`src/design/reset_pkg.sv`:
```
`default_nettype none

package reset_pkg;

    //////////////////////////////////////////////////
    // reset stretching

    // about 100 ms at 80 MHz
    localparam int unsigned RESET_HOLD_DEFAULT = 8_000_000;

    // hold counter width
    localparam int unsigned RESET_CNT_W = 32;

    //////////////////////////////////////////////////
    // status led selection

    // width of the crossed reset configuration byte
    localparam int unsigned RESET_CONF_W = 8;

    // led shows transmitter not ready
    localparam logic [RESET_CONF_W-1:0] LED_MODE_ADV = 8'd0;

    // led follows the console reset
    localparam logic [RESET_CONF_W-1:0] LED_MODE_DC = 8'd2;

    // any other value: led follows the optional reset

endpackage

`default_nettype wire

```
`src/design/adv_pkg.sv`:
```
`default_nettype none

package adv_pkg;

    //////////////////////////////////////////////////
    // transmitter configuration frames

    // bytes per frame, first byte is the top of the word
    localparam int unsigned ADV_FRAME_BYTES = 4;

    // FIFO data width
    localparam int unsigned ADV_BYTE_W = 8;

    // assembled configuration word
    localparam int unsigned ADV_CFG_W = ADV_FRAME_BYTES * ADV_BYTE_W;

    // byte index within a frame
    localparam int unsigned ADV_IDX_W = $clog2(ADV_FRAME_BYTES);

    //////////////////////////////////////////////////
    // transmitter power-up delay

    // 400 ms at 80 MHz
    localparam int unsigned ADV_STARTUP_DEFAULT = 32_000_000;

    // startup counter width
    localparam int unsigned ADV_STARTUP_CNT_W = 32;

endpackage

`default_nettype wire

```
`src/design/reset_stretch.sv`:
```
`timescale 1ns/100ps
`default_nettype none

module reset_stretch
    import reset_pkg::*;
#(
    parameter int unsigned hold_cycles = RESET_HOLD_DEFAULT
) (
    input  logic control_clock,
    input  logic reset_dc_out,
    input  logic req,
    output logic nreset
);

    logic [RESET_CNT_W-1:0] cnt;
    logic                   done;

    // counter parks at the hold value
    assign done = (cnt == RESET_CNT_W'(hold_cycles));

    // a request beats the reset, so a copy whose request is
    // reset_dc_out itself starts out held low
    always_ff @(posedge control_clock) begin
        if (req) begin
            cnt    <= '0;
            nreset <= 1'b0;
        end else if (reset_dc_out) begin
            // released, counter already done
            cnt    <= RESET_CNT_W'(hold_cycles);
            nreset <= 1'b1;
        end else begin
            if (!done) begin
                cnt <= cnt + 1'b1;
            end
            nreset <= done;
        end
    end

endmodule

`default_nettype wire

```
`src/design/reset_manager.sv`:
```
`timescale 1ns/100ps
`default_nettype none

module reset_manager
    import reset_pkg::*;
#(
    parameter int unsigned hold_cycles = RESET_HOLD_DEFAULT
) (
    input  logic                    control_clock,
    input  logic                    reset_dc_out,
    input  logic                    reset_opt_out,
    input  logic [RESET_CONF_W-1:0] reset_conf_out,
    input  logic                    adv7513_ready,
    output logic                    dc_nreset,
    output logic                    opt_nreset,
    output logic                    status_led_nreset
);

    //////////////////////////////////////////////////
    // stretched reset levels

    // console reset, the subsystem reset is the request
    reset_stretch #(
        .hold_cycles(hold_cycles)
    ) dc_stretch_i (
        .control_clock(control_clock),
        .reset_dc_out (reset_dc_out),
        .req          (reset_dc_out),
        .nreset       (dc_nreset)
    );

    // optional port reset
    reset_stretch #(
        .hold_cycles(hold_cycles)
    ) opt_stretch_i (
        .control_clock(control_clock),
        .reset_dc_out (reset_dc_out),
        .req          (reset_opt_out),
        .nreset       (opt_nreset)
    );

    //////////////////////////////////////////////////
    // status led

    // source picked by the config byte, one cycle late
    always_ff @(posedge control_clock) begin
        case (reset_conf_out)
            LED_MODE_DC: begin
                status_led_nreset <= dc_nreset;
            end
            LED_MODE_ADV: begin
                // lit until the transmitter reports ready
                status_led_nreset <= ~adv7513_ready;
            end
            default: begin
                status_led_nreset <= opt_nreset;
            end
        endcase
    end

endmodule

`default_nettype wire

```
`src/design/lock_monitor.sv`:
```
`timescale 1ns/100ps
`default_nettype none

module lock_monitor (
    input  logic control_clock,
    input  logic reset_dc_out,
    input  logic pll54_locked,
    input  logic pll_hdmi_locked,
    input  logic fullcycle,
    output logic pll54_lockloss,
    output logic pll_hdmi_lockloss,
    output logic output_ready
);

    // bit 0 pll54, bit 1 pll_hdmi, bit 2 fullcycle
    logic [2:0] meta_q;
    logic [2:0] sync_q;

    // lock bits only
    logic [1:0] lock_prev;
    logic [1:0] lockloss_q;

    //////////////////////////////////////////////////
    // synchronizers and falling edge detect

    always_ff @(posedge control_clock) begin
        if (reset_dc_out) begin
            meta_q     <= '0;
            sync_q     <= '0;
            lock_prev  <= '0;
            lockloss_q <= '0;
        end else begin
            meta_q     <= {fullcycle, pll_hdmi_locked, pll54_locked};
            sync_q     <= meta_q;
            lock_prev  <= sync_q[1:0];
            // one pulse per lost lock
            lockloss_q <= lock_prev & ~sync_q[1:0];
        end
    end

    assign pll54_lockloss    = lockloss_q[0];
    assign pll_hdmi_lockloss = lockloss_q[1];

    // hdmi pll locked and a full frame seen
    assign output_ready = sync_q[1] & sync_q[2];

endmodule

`default_nettype wire

```
`src/design/startup_delay.sv`:
```
`timescale 1ns/100ps
`default_nettype none

module startup_delay
    import adv_pkg::*;
#(
    // at least 1
    parameter int unsigned startup_cycles = ADV_STARTUP_DEFAULT
) (
    input  logic control_clock,
    input  logic reset_dc_out,
    output logic adv_start
);

    logic [ADV_STARTUP_CNT_W-1:0] cnt;

    // holds the transmitter driver off after power-up
    always_ff @(posedge control_clock) begin
        if (reset_dc_out) begin
            cnt       <= '0;
            adv_start <= 1'b0;
        end else if (!adv_start) begin
            cnt       <= cnt + 1'b1;
            // terminal count, then stop
            adv_start <= (cnt == ADV_STARTUP_CNT_W'(startup_cycles - 1));
        end
    end

endmodule

`default_nettype wire

```
`src/design/adv_config_reader.sv`:
```
`timescale 1ns/100ps
`default_nettype none

module adv_config_reader
    import adv_pkg::*;
(
    input  logic                  control_clock,
    input  logic                  reset_dc_out,
    input  logic                  fifo_rdempty,
    input  logic [ADV_BYTE_W-1:0] fifo_q,
    output logic                  fifo_rdreq,
    output logic [ADV_CFG_W-1:0]  adv_config,
    output logic                  cfg_update
);

    logic                 rd_enable;
    logic                 pend;
    logic [ADV_IDX_W-1:0] byte_idx;
    logic                 frame_done;
    logic [ADV_CFG_W-1:0] shift_q;

    //////////////////////////////////////////////////
    // FIFO pop side

    // pop whenever a byte is there, no back-pressure
    assign fifo_rdreq = rd_enable & ~fifo_rdempty;

    always_ff @(posedge control_clock) begin
        if (reset_dc_out) begin
            rd_enable  <= 1'b0;
            pend       <= 1'b0;
            byte_idx   <= '0;
            frame_done <= 1'b0;
            cfg_update <= 1'b0;
            adv_config <= '0;
        end else begin
            rd_enable  <= 1'b1;
            // fifo_q is valid the cycle after a pop
            pend       <= fifo_rdreq;
            frame_done <= 1'b0;
            cfg_update <= frame_done;
            if (frame_done) begin
                adv_config <= shift_q;
            end
            if (pend) begin
                if (byte_idx == ADV_IDX_W'(ADV_FRAME_BYTES - 1)) begin
                    byte_idx   <= '0;
                    frame_done <= 1'b1;
                end else begin
                    byte_idx <= byte_idx + 1'b1;
                end
            end
        end
    end

    //////////////////////////////////////////////////
    // frame assembly

    // first byte ends up in the top byte
    always_ff @(posedge control_clock) begin
        if (pend) begin
            shift_q <= {shift_q[ADV_CFG_W-ADV_BYTE_W-1:0], fifo_q};
        end
    end

endmodule

`default_nettype wire

```
`src/design/control_domain_top.sv`:
```
`timescale 1ns/100ps
`default_nettype none

module control_domain_top
    import reset_pkg::*, adv_pkg::*;
#(
    parameter int unsigned hold_cycles    = RESET_HOLD_DEFAULT,
    parameter int unsigned startup_cycles = ADV_STARTUP_DEFAULT
) (
    input  logic                    control_clock,
    input  logic                    reset_dc_out,
    input  logic                    reset_opt_out,
    input  logic [RESET_CONF_W-1:0] reset_conf_out,
    input  logic                    pll54_locked,
    input  logic                    pll_hdmi_locked,
    input  logic                    fullcycle,
    input  logic                    adv7513_ready,
    input  logic                    fifo_rdempty,
    input  logic [ADV_BYTE_W-1:0]   fifo_q,
    output logic                    fifo_rdreq,
    output logic                    dc_nreset,
    output logic                    opt_nreset,
    output logic                    status_led_nreset,
    output logic                    pll54_lockloss,
    output logic                    pll_hdmi_lockloss,
    output logic                    output_ready,
    output logic                    adv_start,
    output logic [ADV_CFG_W-1:0]    adv_config,
    output logic                    cfg_update
);

    //////////////////////////////////////////////////
    // resets and status led

    reset_manager #(
        .hold_cycles(hold_cycles)
    ) reset_manager_i (
        .control_clock    (control_clock),
        .reset_dc_out     (reset_dc_out),
        .reset_opt_out    (reset_opt_out),
        .reset_conf_out   (reset_conf_out),
        .adv7513_ready    (adv7513_ready),
        .dc_nreset        (dc_nreset),
        .opt_nreset       (opt_nreset),
        .status_led_nreset(status_led_nreset)
    );

    //////////////////////////////////////////////////
    // pll lock and output readiness

    lock_monitor lock_monitor_i (
        .control_clock    (control_clock),
        .reset_dc_out     (reset_dc_out),
        .pll54_locked     (pll54_locked),
        .pll_hdmi_locked  (pll_hdmi_locked),
        .fullcycle        (fullcycle),
        .pll54_lockloss   (pll54_lockloss),
        .pll_hdmi_lockloss(pll_hdmi_lockloss),
        .output_ready     (output_ready)
    );

    //////////////////////////////////////////////////
    // transmitter startup and configuration

    startup_delay #(
        .startup_cycles(startup_cycles)
    ) startup_delay_i (
        .control_clock(control_clock),
        .reset_dc_out (reset_dc_out),
        .adv_start    (adv_start)
    );

    adv_config_reader adv_config_reader_i (
        .control_clock(control_clock),
        .reset_dc_out (reset_dc_out),
        .fifo_rdempty (fifo_rdempty),
        .fifo_q       (fifo_q),
        .fifo_rdreq   (fifo_rdreq),
        .adv_config   (adv_config),
        .cfg_update   (cfg_update)
    );

endmodule

`default_nettype wire

```
`config.mk`:
```
export PLATFORM = sky130hd
export DESIGN_NAME = control_domain_top
export DESIGN_NICKNAME = d
export VERILOG_FILES = /design/src/design/reset_pkg.sv /design/src/design/adv_pkg.sv /design/src/design/reset_stretch.sv /design/src/design/reset_manager.sv /design/src/design/lock_monitor.sv /design/src/design/startup_delay.sv /design/src/design/adv_config_reader.sv /design/src/design/control_domain_top.sv
export SDC_FILE = /design/constraint.sdc
export NUM_CORES = 1
export LEC_CHECK = 0
export BUFFER_PORTS_ARGS = -buffer_cell sky130_fd_sc_hd__buf_2
export CAP_MARGIN = 20
export CORE_MARGIN = 2
export CORE_UTILIZATION = 50
export DETAILED_ROUTE_END_ITERATION = 6
export PLACE_DENSITY_LB_ADDON = 0.08
export RECOVER_POWER = 50
export SYNTH_ARGS = -nofsm -noshare
export SYNTH_HDL_FRONTEND = slang
export SYNTH_HIERARCHICAL = 1
export SYNTH_SLANG_ARGS = --single-unit
```
`constraint.sdc`:
```
create_clock -name control_clock -period 4.7 [get_ports control_clock]
set_clock_uncertainty 0.1 [all_clocks]
set_input_delay 0.705 -clock control_clock [delete_from_list [all_inputs] [get_ports control_clock]]
set_output_delay 0.705 -clock control_clock [all_outputs]
set_load 0.01 [all_outputs]
```
==> results of run 1 <==
==> cell type report <==
cell class	instances	area, µm²
clock buffer	18	429
timing repair buffer	66	295
tap	188	235
fill	1344	6550
clock inverter	14	118
sequential	180	3930
multi-input combinational	535	3480
inverter	16	60.1
==> routing by layer <==
metal  vias to the layer above  global-route usage, %
met3                        23                   5.22
li1                       2977                      -
met5                         -                      0
met4                         0                   6.79
met2                       127                   33.1
met1                      2847                   27.0
==> critical path, stage by stage <==
cell	delay, ns
clkbuf_1	0.80
clkbuf_2	1.32
inv_1	0.17
and3_1	0.24
==> logic make-up after synthesis <==
logic type	count (synthesis)
and+or+nand+nor	339
xor gates and xnor gates	33
DFF	180
AOI/OAI and AO/OA	121
buffers and inverters	50
muxes	36
adders and majority gates	6
==> through the flow <==
stage,instances,cell area (µm²),hold WS (ns)
2_1_floorplan,765,7690,0.301
3_3_place_gp,985,8050,0.320
3_5_place_dp,985,8050,0.333
4_1_cts,1017,8600,0.337
5_1_grt,1017,8540,0.326
6_report,1017,8540,0.338
==> layout by cell type, fill, tap and decap left out, types with 16 or more instances in the layout <==
master / n
o31ai_1: 34
clkbuf_1: 29
nor3_1: 19
nand2_1: 33
nor4_1: 18
or4_1: 40
nor2_1: 77
buf_2: 37
dfxtp_1: 147
and4_1: 19
edfxtp_1: 32
a21oi_1: 56
nand4_1: 27
clkbuf_16: 17
mux2i_1: 36
inv_1: 16
xor2_1: 22
nand3_1: 37
==> worst max path at each step <==
stage,to,cells after the start
6_report,adv_config_reader_i/frame_done,4
5_1_grt,adv_config_reader_i/frame_done,4
4_1_cts,reset_manager_i/dc_stretch_i/cnt[29],4
3_5_place_dp,reset_manager_i/dc_stretch_i/cnt[29],4
3_3_place_gp,reset_manager_i/opt_stretch_i/cnt[12],4
2_1_floorplan,reset_manager_i/dc_stretch_i/cnt[27],5
==> report_power, final <==
group | switching (mW) | leakage, nW | internal, mW | total, mW
clock network | 0.635 | 0.270 | 0.695 | 1.33
registers | 0.0228 | 1.49 | 1.59 | 1.62
logic | 0.0507 | 1.03 | 0.0308 | 0.0815
total | 0.708 | 2.80 | 2.32 | 3.03
==> state kept, by name, indices dropped and copies added (netlist names), 2 cells and up <==
| name | cells |
|---|---|
| lock_monitor_i/meta_q | 3 |
| lock_monitor_i/lock_prev | 2 |
| lock_monitor_i/lockloss_q | 2 |
| startup_delay_i/cnt | 32 |
| adv_config_reader_i/shift_q | 32 |
| reset_manager_i/dc_stretch_i/cnt | 32 |
| adv_config_reader_i/adv_config | 32 |
| adv_config_reader_i/byte_idx | 2 |
| reset_manager_i/opt_stretch_i/cnt | 32 |
| lock_monitor_i/sync_q | 3 |
==> results.md, run 1 <==
* Register area share after synthesis at around 51%
* Residual DRC at 0
* Min-delay src: lock_monitor_i/sync_q[0]
* Initial core utilization at 51.0%
* Drt via density at just under 6
* Register-to-register setup slack at about 2.3 ns
* Worst rel slew slack at -10.7%
* YS warnings at 6
* Initial antenna violation count at 0
* Worst-path clk slew at around 0.070 ns
* CTS tree: done
* CP Class: input pin to flip-flop
* CTS root buf: clkbuf_16
* Iteration-0 DRC count of the detailed router at 423
* Met3 wire length at approximately 620 µm
* Die area at 16,400 µm²
* Synth area leaders: dfxtp_1 (39%), edfxtp_1 (12%), mux2i_1 (4.7%)
* Worst slew pin tran at about 1.7 ns
* GRT overflow at 0
* DIE WIDTH at roughly 130 µm
* Syn avg cell area at around 10 µm²
* First-pass GRT wire length at roughly 27 mm
* P per Cell Area at around 350 nW/µm²
* Post-synth cell types at 50
* Port bufs at 64
* Area of the core at 15,100 µm²
* Worst r2r src: reset_manager_i/opt_stretch_i/cnt[4]
* Fin crit period at between 3 and 4 ns
* Synthesized area at between 7000 and 8000 µm²
* Synth area leader: dfxtp_1
* Drt wl/cell at roughly 16 µm
* Post-synth top area share at between 30% and 40%
* Critical path origin: reset_dc_out
* Cell with the most instances after synthesis: dfxtp_1
* Fraction of the cycle the final worst path needs at between 60% and 70%
* Overall Power at just over 3 mW
* # rows at 45
* Setup TNS at 0 ns
* Area Growth Syn to Fin at 11.1%
* Pins Over Slew Limit at 113
* Reg2reg path depth at 4
* Number of synthesized register bits at 180
* DP Wirelength at roughly 11 mm
* WHS Path Cells at 1
* RSZ-0062 raised after global routing: no
* Final setup fails at 0
* Setup Fix Bufs, Post-CTS at 0
* DRT met1 WL at 7.49 mm
* Post-Synth Simple-Gate Area at 26.4%
* Synth Area in Compound Gates at 9.61%
* Worst EP required at approximately 4.9 ns
* Drt total wl at between 15 and 20 mm
* Layout Nets at ~850
* Post-synthesis mux area share at about 4.7%
* VDD IR max at between 0.0002 and 0.0003 V
* Clk Latency, worst-skew pair at ~0.43 ns
* Post-Syn Nets at 795
* CP Launch Type: input pin
* Leakage Power at about 2.8 nW
* Most used DFF post-synth: dfxtp_1
* Via count at roughly 6.0k
* Antenna cell count at 0
* Failing checks: max-capacitance violations, max-slew violations
* Final WS setup at around 1.6 ns
* IO Pins at 65
* EDFF count, synth at 32
* Max layer used: met4
* Async SR Flop Fraction at 0%
* Status: complete, but fails checks
* R2R Path End: reset_manager_i/opt_stretch_i/cnt[31]
* Gr usage total at between 20% and 30%
* Die Y at 128 µm
* Cell count after synthesis at 765
* Met2 wire length at approximately 7.7 mm
* Critical Path Fanout Max at slightly above 80
* Final core utilization at 56.6%
* Hold_buf cts at 0
* Largest family of logic cells by synthesized area: simple AND/OR/NAND/NOR gates
* Hold Path Class: flip-flop to flip-flop
* Hold Path End: lock_monitor_i/lockloss_q[0]
* Clock buffer depth at 2
* DR pass1 iterations at 4
* Crit. End Element: flip-flop
* CTS buffer count at 17
* Pin count of the biggest net entering global routing at 83
* Max cap viols at 2
* DP Worst Slack at between 2 and 2.5 ns
* Max Freq at 323 MHz
* CTS H-Tree Depth at 4
* CTS Sinks at 180
* Post-DRT Antenna Nets at 0
* XOR/XNOR Fraction of Synth Area at under 10%
* Fin. Hold Viols at 0
* Layout cells sized above 1 at around a tenth
* Post-CTS sizing at 0
* Number of global-route vias before repair at 5,722
* Post-synth top cells: dfxtp_1 (148), nor2_1 (77), a21oi_1 (56), or4_1 (40), nand3_1 (37)
* Post-Synth Adder-Cell Area at less than 1%
* Global placement routability congestion at roughly 0.82
* Worst path arrival time at between 3 and 4 ns
Power figures use the tool's default switching activity.
==> inputs of run 2 (changes only) <==
- ABC_AREA: unset -> 1
- clock period: 4.7 -> 2.98 ns (I/O delays scaled with it)
==> results.md, run 2 <==
* Register-to-register setup slack at 1.22 ns (-1.03 ns)
* Port bufs at 64 (unchanged)
* Area of the core at 17,800 µm² (+18%)
* CTS Sinks at 180 (unchanged)
* Critical Path Fanout Max at 22 (-73%)
* Worst EP required at 3.23 ns (-1.68 ns)
* Area Growth Syn to Fin at 12.7%
* Cell count after synthesis at 1,279 (+67%)
* VDD IR max at 0.000393 V (+46%)
* Max cap viols at 0 (-2)
* GRT overflow at 0 (unchanged)
* P per Cell Area at 496 nW/µm² (+40%)
* Global placement routability congestion at 0.927 (+12%)
* Worst slew pin tran at 1.11 ns (-0.549 ns)
* Commonest non-fill, non-tap cells in the layout: nand2_1 (294), nor2_1 (281), inv_1 (175)
* # rows at 49 (+8.9%)
* DP Worst Slack at 0.545 ns (-1.75 ns)
* Residual DRC at 0 (unchanged)
* Critical path destination: reset_manager_i/opt_stretch_i/cnt[18]
* Post-synth cell types at 31 (-38%)
* Synthesized area at 8990 µm² (+17%)
* Fin crit period at 2.26 ns
* Post-CTS sizing at 0 (unchanged)
* Number of synthesized register bits at 180 (unchanged)
* Status: completed
* Pin count of the biggest net entering global routing at 37 (-55%)
* Gr usage total at 22.3% (+1.8 points)
* CP Class: input pin to flip-flop
* Post-DRT Antenna Nets at 0 (unchanged)
* Post-Syn Nets at 1,309 (+65%)
* Crit. End Element: flip-flop
* Register area share after synthesis at 43.6% (-7.4 points)
* Hold Path Class: input pin to flip-flop
* Die area at 19,100 µm² (+16%)
* Leakage Power at 4.55 nW (+63%)
* DR pass1 iterations at 5 (+1)
* Overall Power at 5.03 mW (+66%)
* Cell with the most instances after synthesis: nand2_1
* YS warnings at 6 (unchanged)
* Synth area leaders: dfxtp_1 (33%), nand2_1 (12%), nor2_1 (12%)
* Placed Area at 9510 µm² (+18%)
* Non-Filler Instances at 1,591 (+56%)
* RSZ-0062 raised after global routing: no
* Hold_buf cts at 0 (unchanged)
* CTS root buf: clkbuf_16
* Iteration-0 DRC count of the detailed router at 543 (+28%)
* Setup TNS at 0 ns (unchanged)
* EDFF count, synth at 32 (unchanged)
* Worst path arrival time at 2.51 ns (-0.80 ns)
* Drt total wl at 20.4 mm (+28%)
* Final WS setup at 0.720 ns (-0.889 ns)
* CP Launch Type: input pin
* First-pass GRT wire length at 35.0 mm (+28%)
* Async SR Flop Fraction at 0% (unchanged)
* Antenna cell count at 0 (unchanged)
* DIE WIDTH at 138 µm (+7.9%)
* Die Y at 138 µm (+7.9%)
* Inst Count DP at 1,559 (+58%)
* Final core utilization at 57.0% (+0.38 points)
* Worst r2r src: reset_manager_i/dc_stretch_i/cnt[1]
* Fraction of the cycle the final worst path needs at approximately three quarters
* Final setup fails at 0 (unchanged)
* Fin. Hold Viols at 0 (unchanged)
* Via count at 7,718 (+29%)
* Initial core utilization at 50.6% (-0.41 points)
* Layout Nets at 1,379 (+63%)
* Clk Latency, worst-skew pair at 0.43 ns (about the same)
* Worst rel slew slack at 25.9% (+37 points)
* Worst-path clk slew at 0.07 ns (about the same)
* Critical path origin: reset_dc_out
* Reg2reg path depth at 10 (+6)
* CTS tree: done
* Post-synth top cells: nand2_1 (294), nor2_1 (280), inv_1 (174), dfxtp_1 (148), nand3_1 (77)
* CTS H-Tree Depth at 4 (unchanged)
* Syn avg cell area at 7.03 µm² (-30%)
* DP Wirelength at 15.1 mm (+41%)
* Synth area leader: dfxtp_1
* Worst hold margin at 0.0829 ns (-0.255 ns)
* Drt wl/cell at 12.9 µm (-18%)
* Clock buffer depth at 2 (unchanged)
* Most common cell after layout, fill and taps aside: nand2_1
* CTS buffer count at 17 (unchanged)
* Setup Fix Bufs, Post-CTS at 0 (unchanged)
* Layout cells sized above 1 at 11.7% (+2.0 points)
* Max Freq at roughly 440 MHz
* R2R Path End: reset_manager_i/dc_stretch_i/cnt[20]
* IO Pins at 65 (unchanged)
* Post-synth top area share at 33.0% (-5.6 points)
* Most used DFF post-synth: dfxtp_1
* Initial antenna violation count at 0 (unchanged)
* Drt via density at 4.85 (-17%)
* Pins Over Slew Limit at 0 (-100%)
* Post-route cell area at 10,100 µm² (+19%)
* Number of global-route vias before repair at 7,242 (+27%)
[run 2: cell types whose count changed in the layout (fill, tap and decap cells not counted), moves of 34 or more]
cell,change
inv_1,+159
nor2_1,+204
or4_1,-40
o31ai_1,-34
nand2_1,+261
o21ai_0,+54
nand3_1,+40
mux2i_1,-36
[run 2: power by group]
part | total [mW] | internal (mW) | switching (mW)
logic | 0.174 | 0.0606 | 0.114
clock network | 2.30 | 1.15 | 1.15
registers | 2.55 | 2.51 | 0.0392
total | 5.03 | 3.73 | 1.30
[run 2: worst min-delay path by stage]
stage / start / endpoint / slack [ns] / cells after the start
6_report: fifo_rdempty / adv_config_reader_i/pend / 0.08 / 2
5_1_grt: fifo_q[3] / adv_config_reader_i/shift_q[3] / 0.07 / 1
4_1_cts: fifo_rdempty / adv_config_reader_i/pend / 0.07 / 2
3_5_place_dp: lock_monitor_i/meta_q[1] / lock_monitor_i/sync_q[1] / 0.30 / 2
3_3_place_gp: lock_monitor_i/meta_q[1] / lock_monitor_i/sync_q[1] / 0.29 / 2
2_1_floorplan: lock_monitor_i/meta_q[0] / lock_monitor_i/sync_q[0] / 0.29 / 2
[run 2: worst max-delay path, stage by stage]
cell and delay, ns:
clkbuf_1 0.44, nor2_1 0.86, inv_1 0.48, nor3_1 0.27
[run 2: cells by family (layout without fill, tap and decap cells)]
family                   Yosys count  in the layout  synth area share (%)
XOR/XNOR                          12             12                  1.17
adder cells (fa/ha/maj)            6              6                 0.835
AND/OR/NAND/NOR                  760            760                  38.6
buffers and inverters            197            280                  8.78
flip-flops                       180            180                  43.6
AO/OA/AOI/OAI                    124            124                  6.96
[run 2: final cells by class]
type | instances | area, µm²
multi-input combinational | 902 | 4280
sequential | 180 | 3920
inverter | 180 | 676
fill | 1759 | 7650
timing repair buffer | 68 | 337
clock inverter | 15 | 210
clock buffer | 17 | 425
tap | 229 | 287
[run 2: layer usage]
metal / GRT usage (%) / part of all wire, %
met1: 31.9 / 50
met2: 35.4 / 44
met4: 5.16 / 1.0
met5: 0 / 0
met3: 4.02 / 4.4
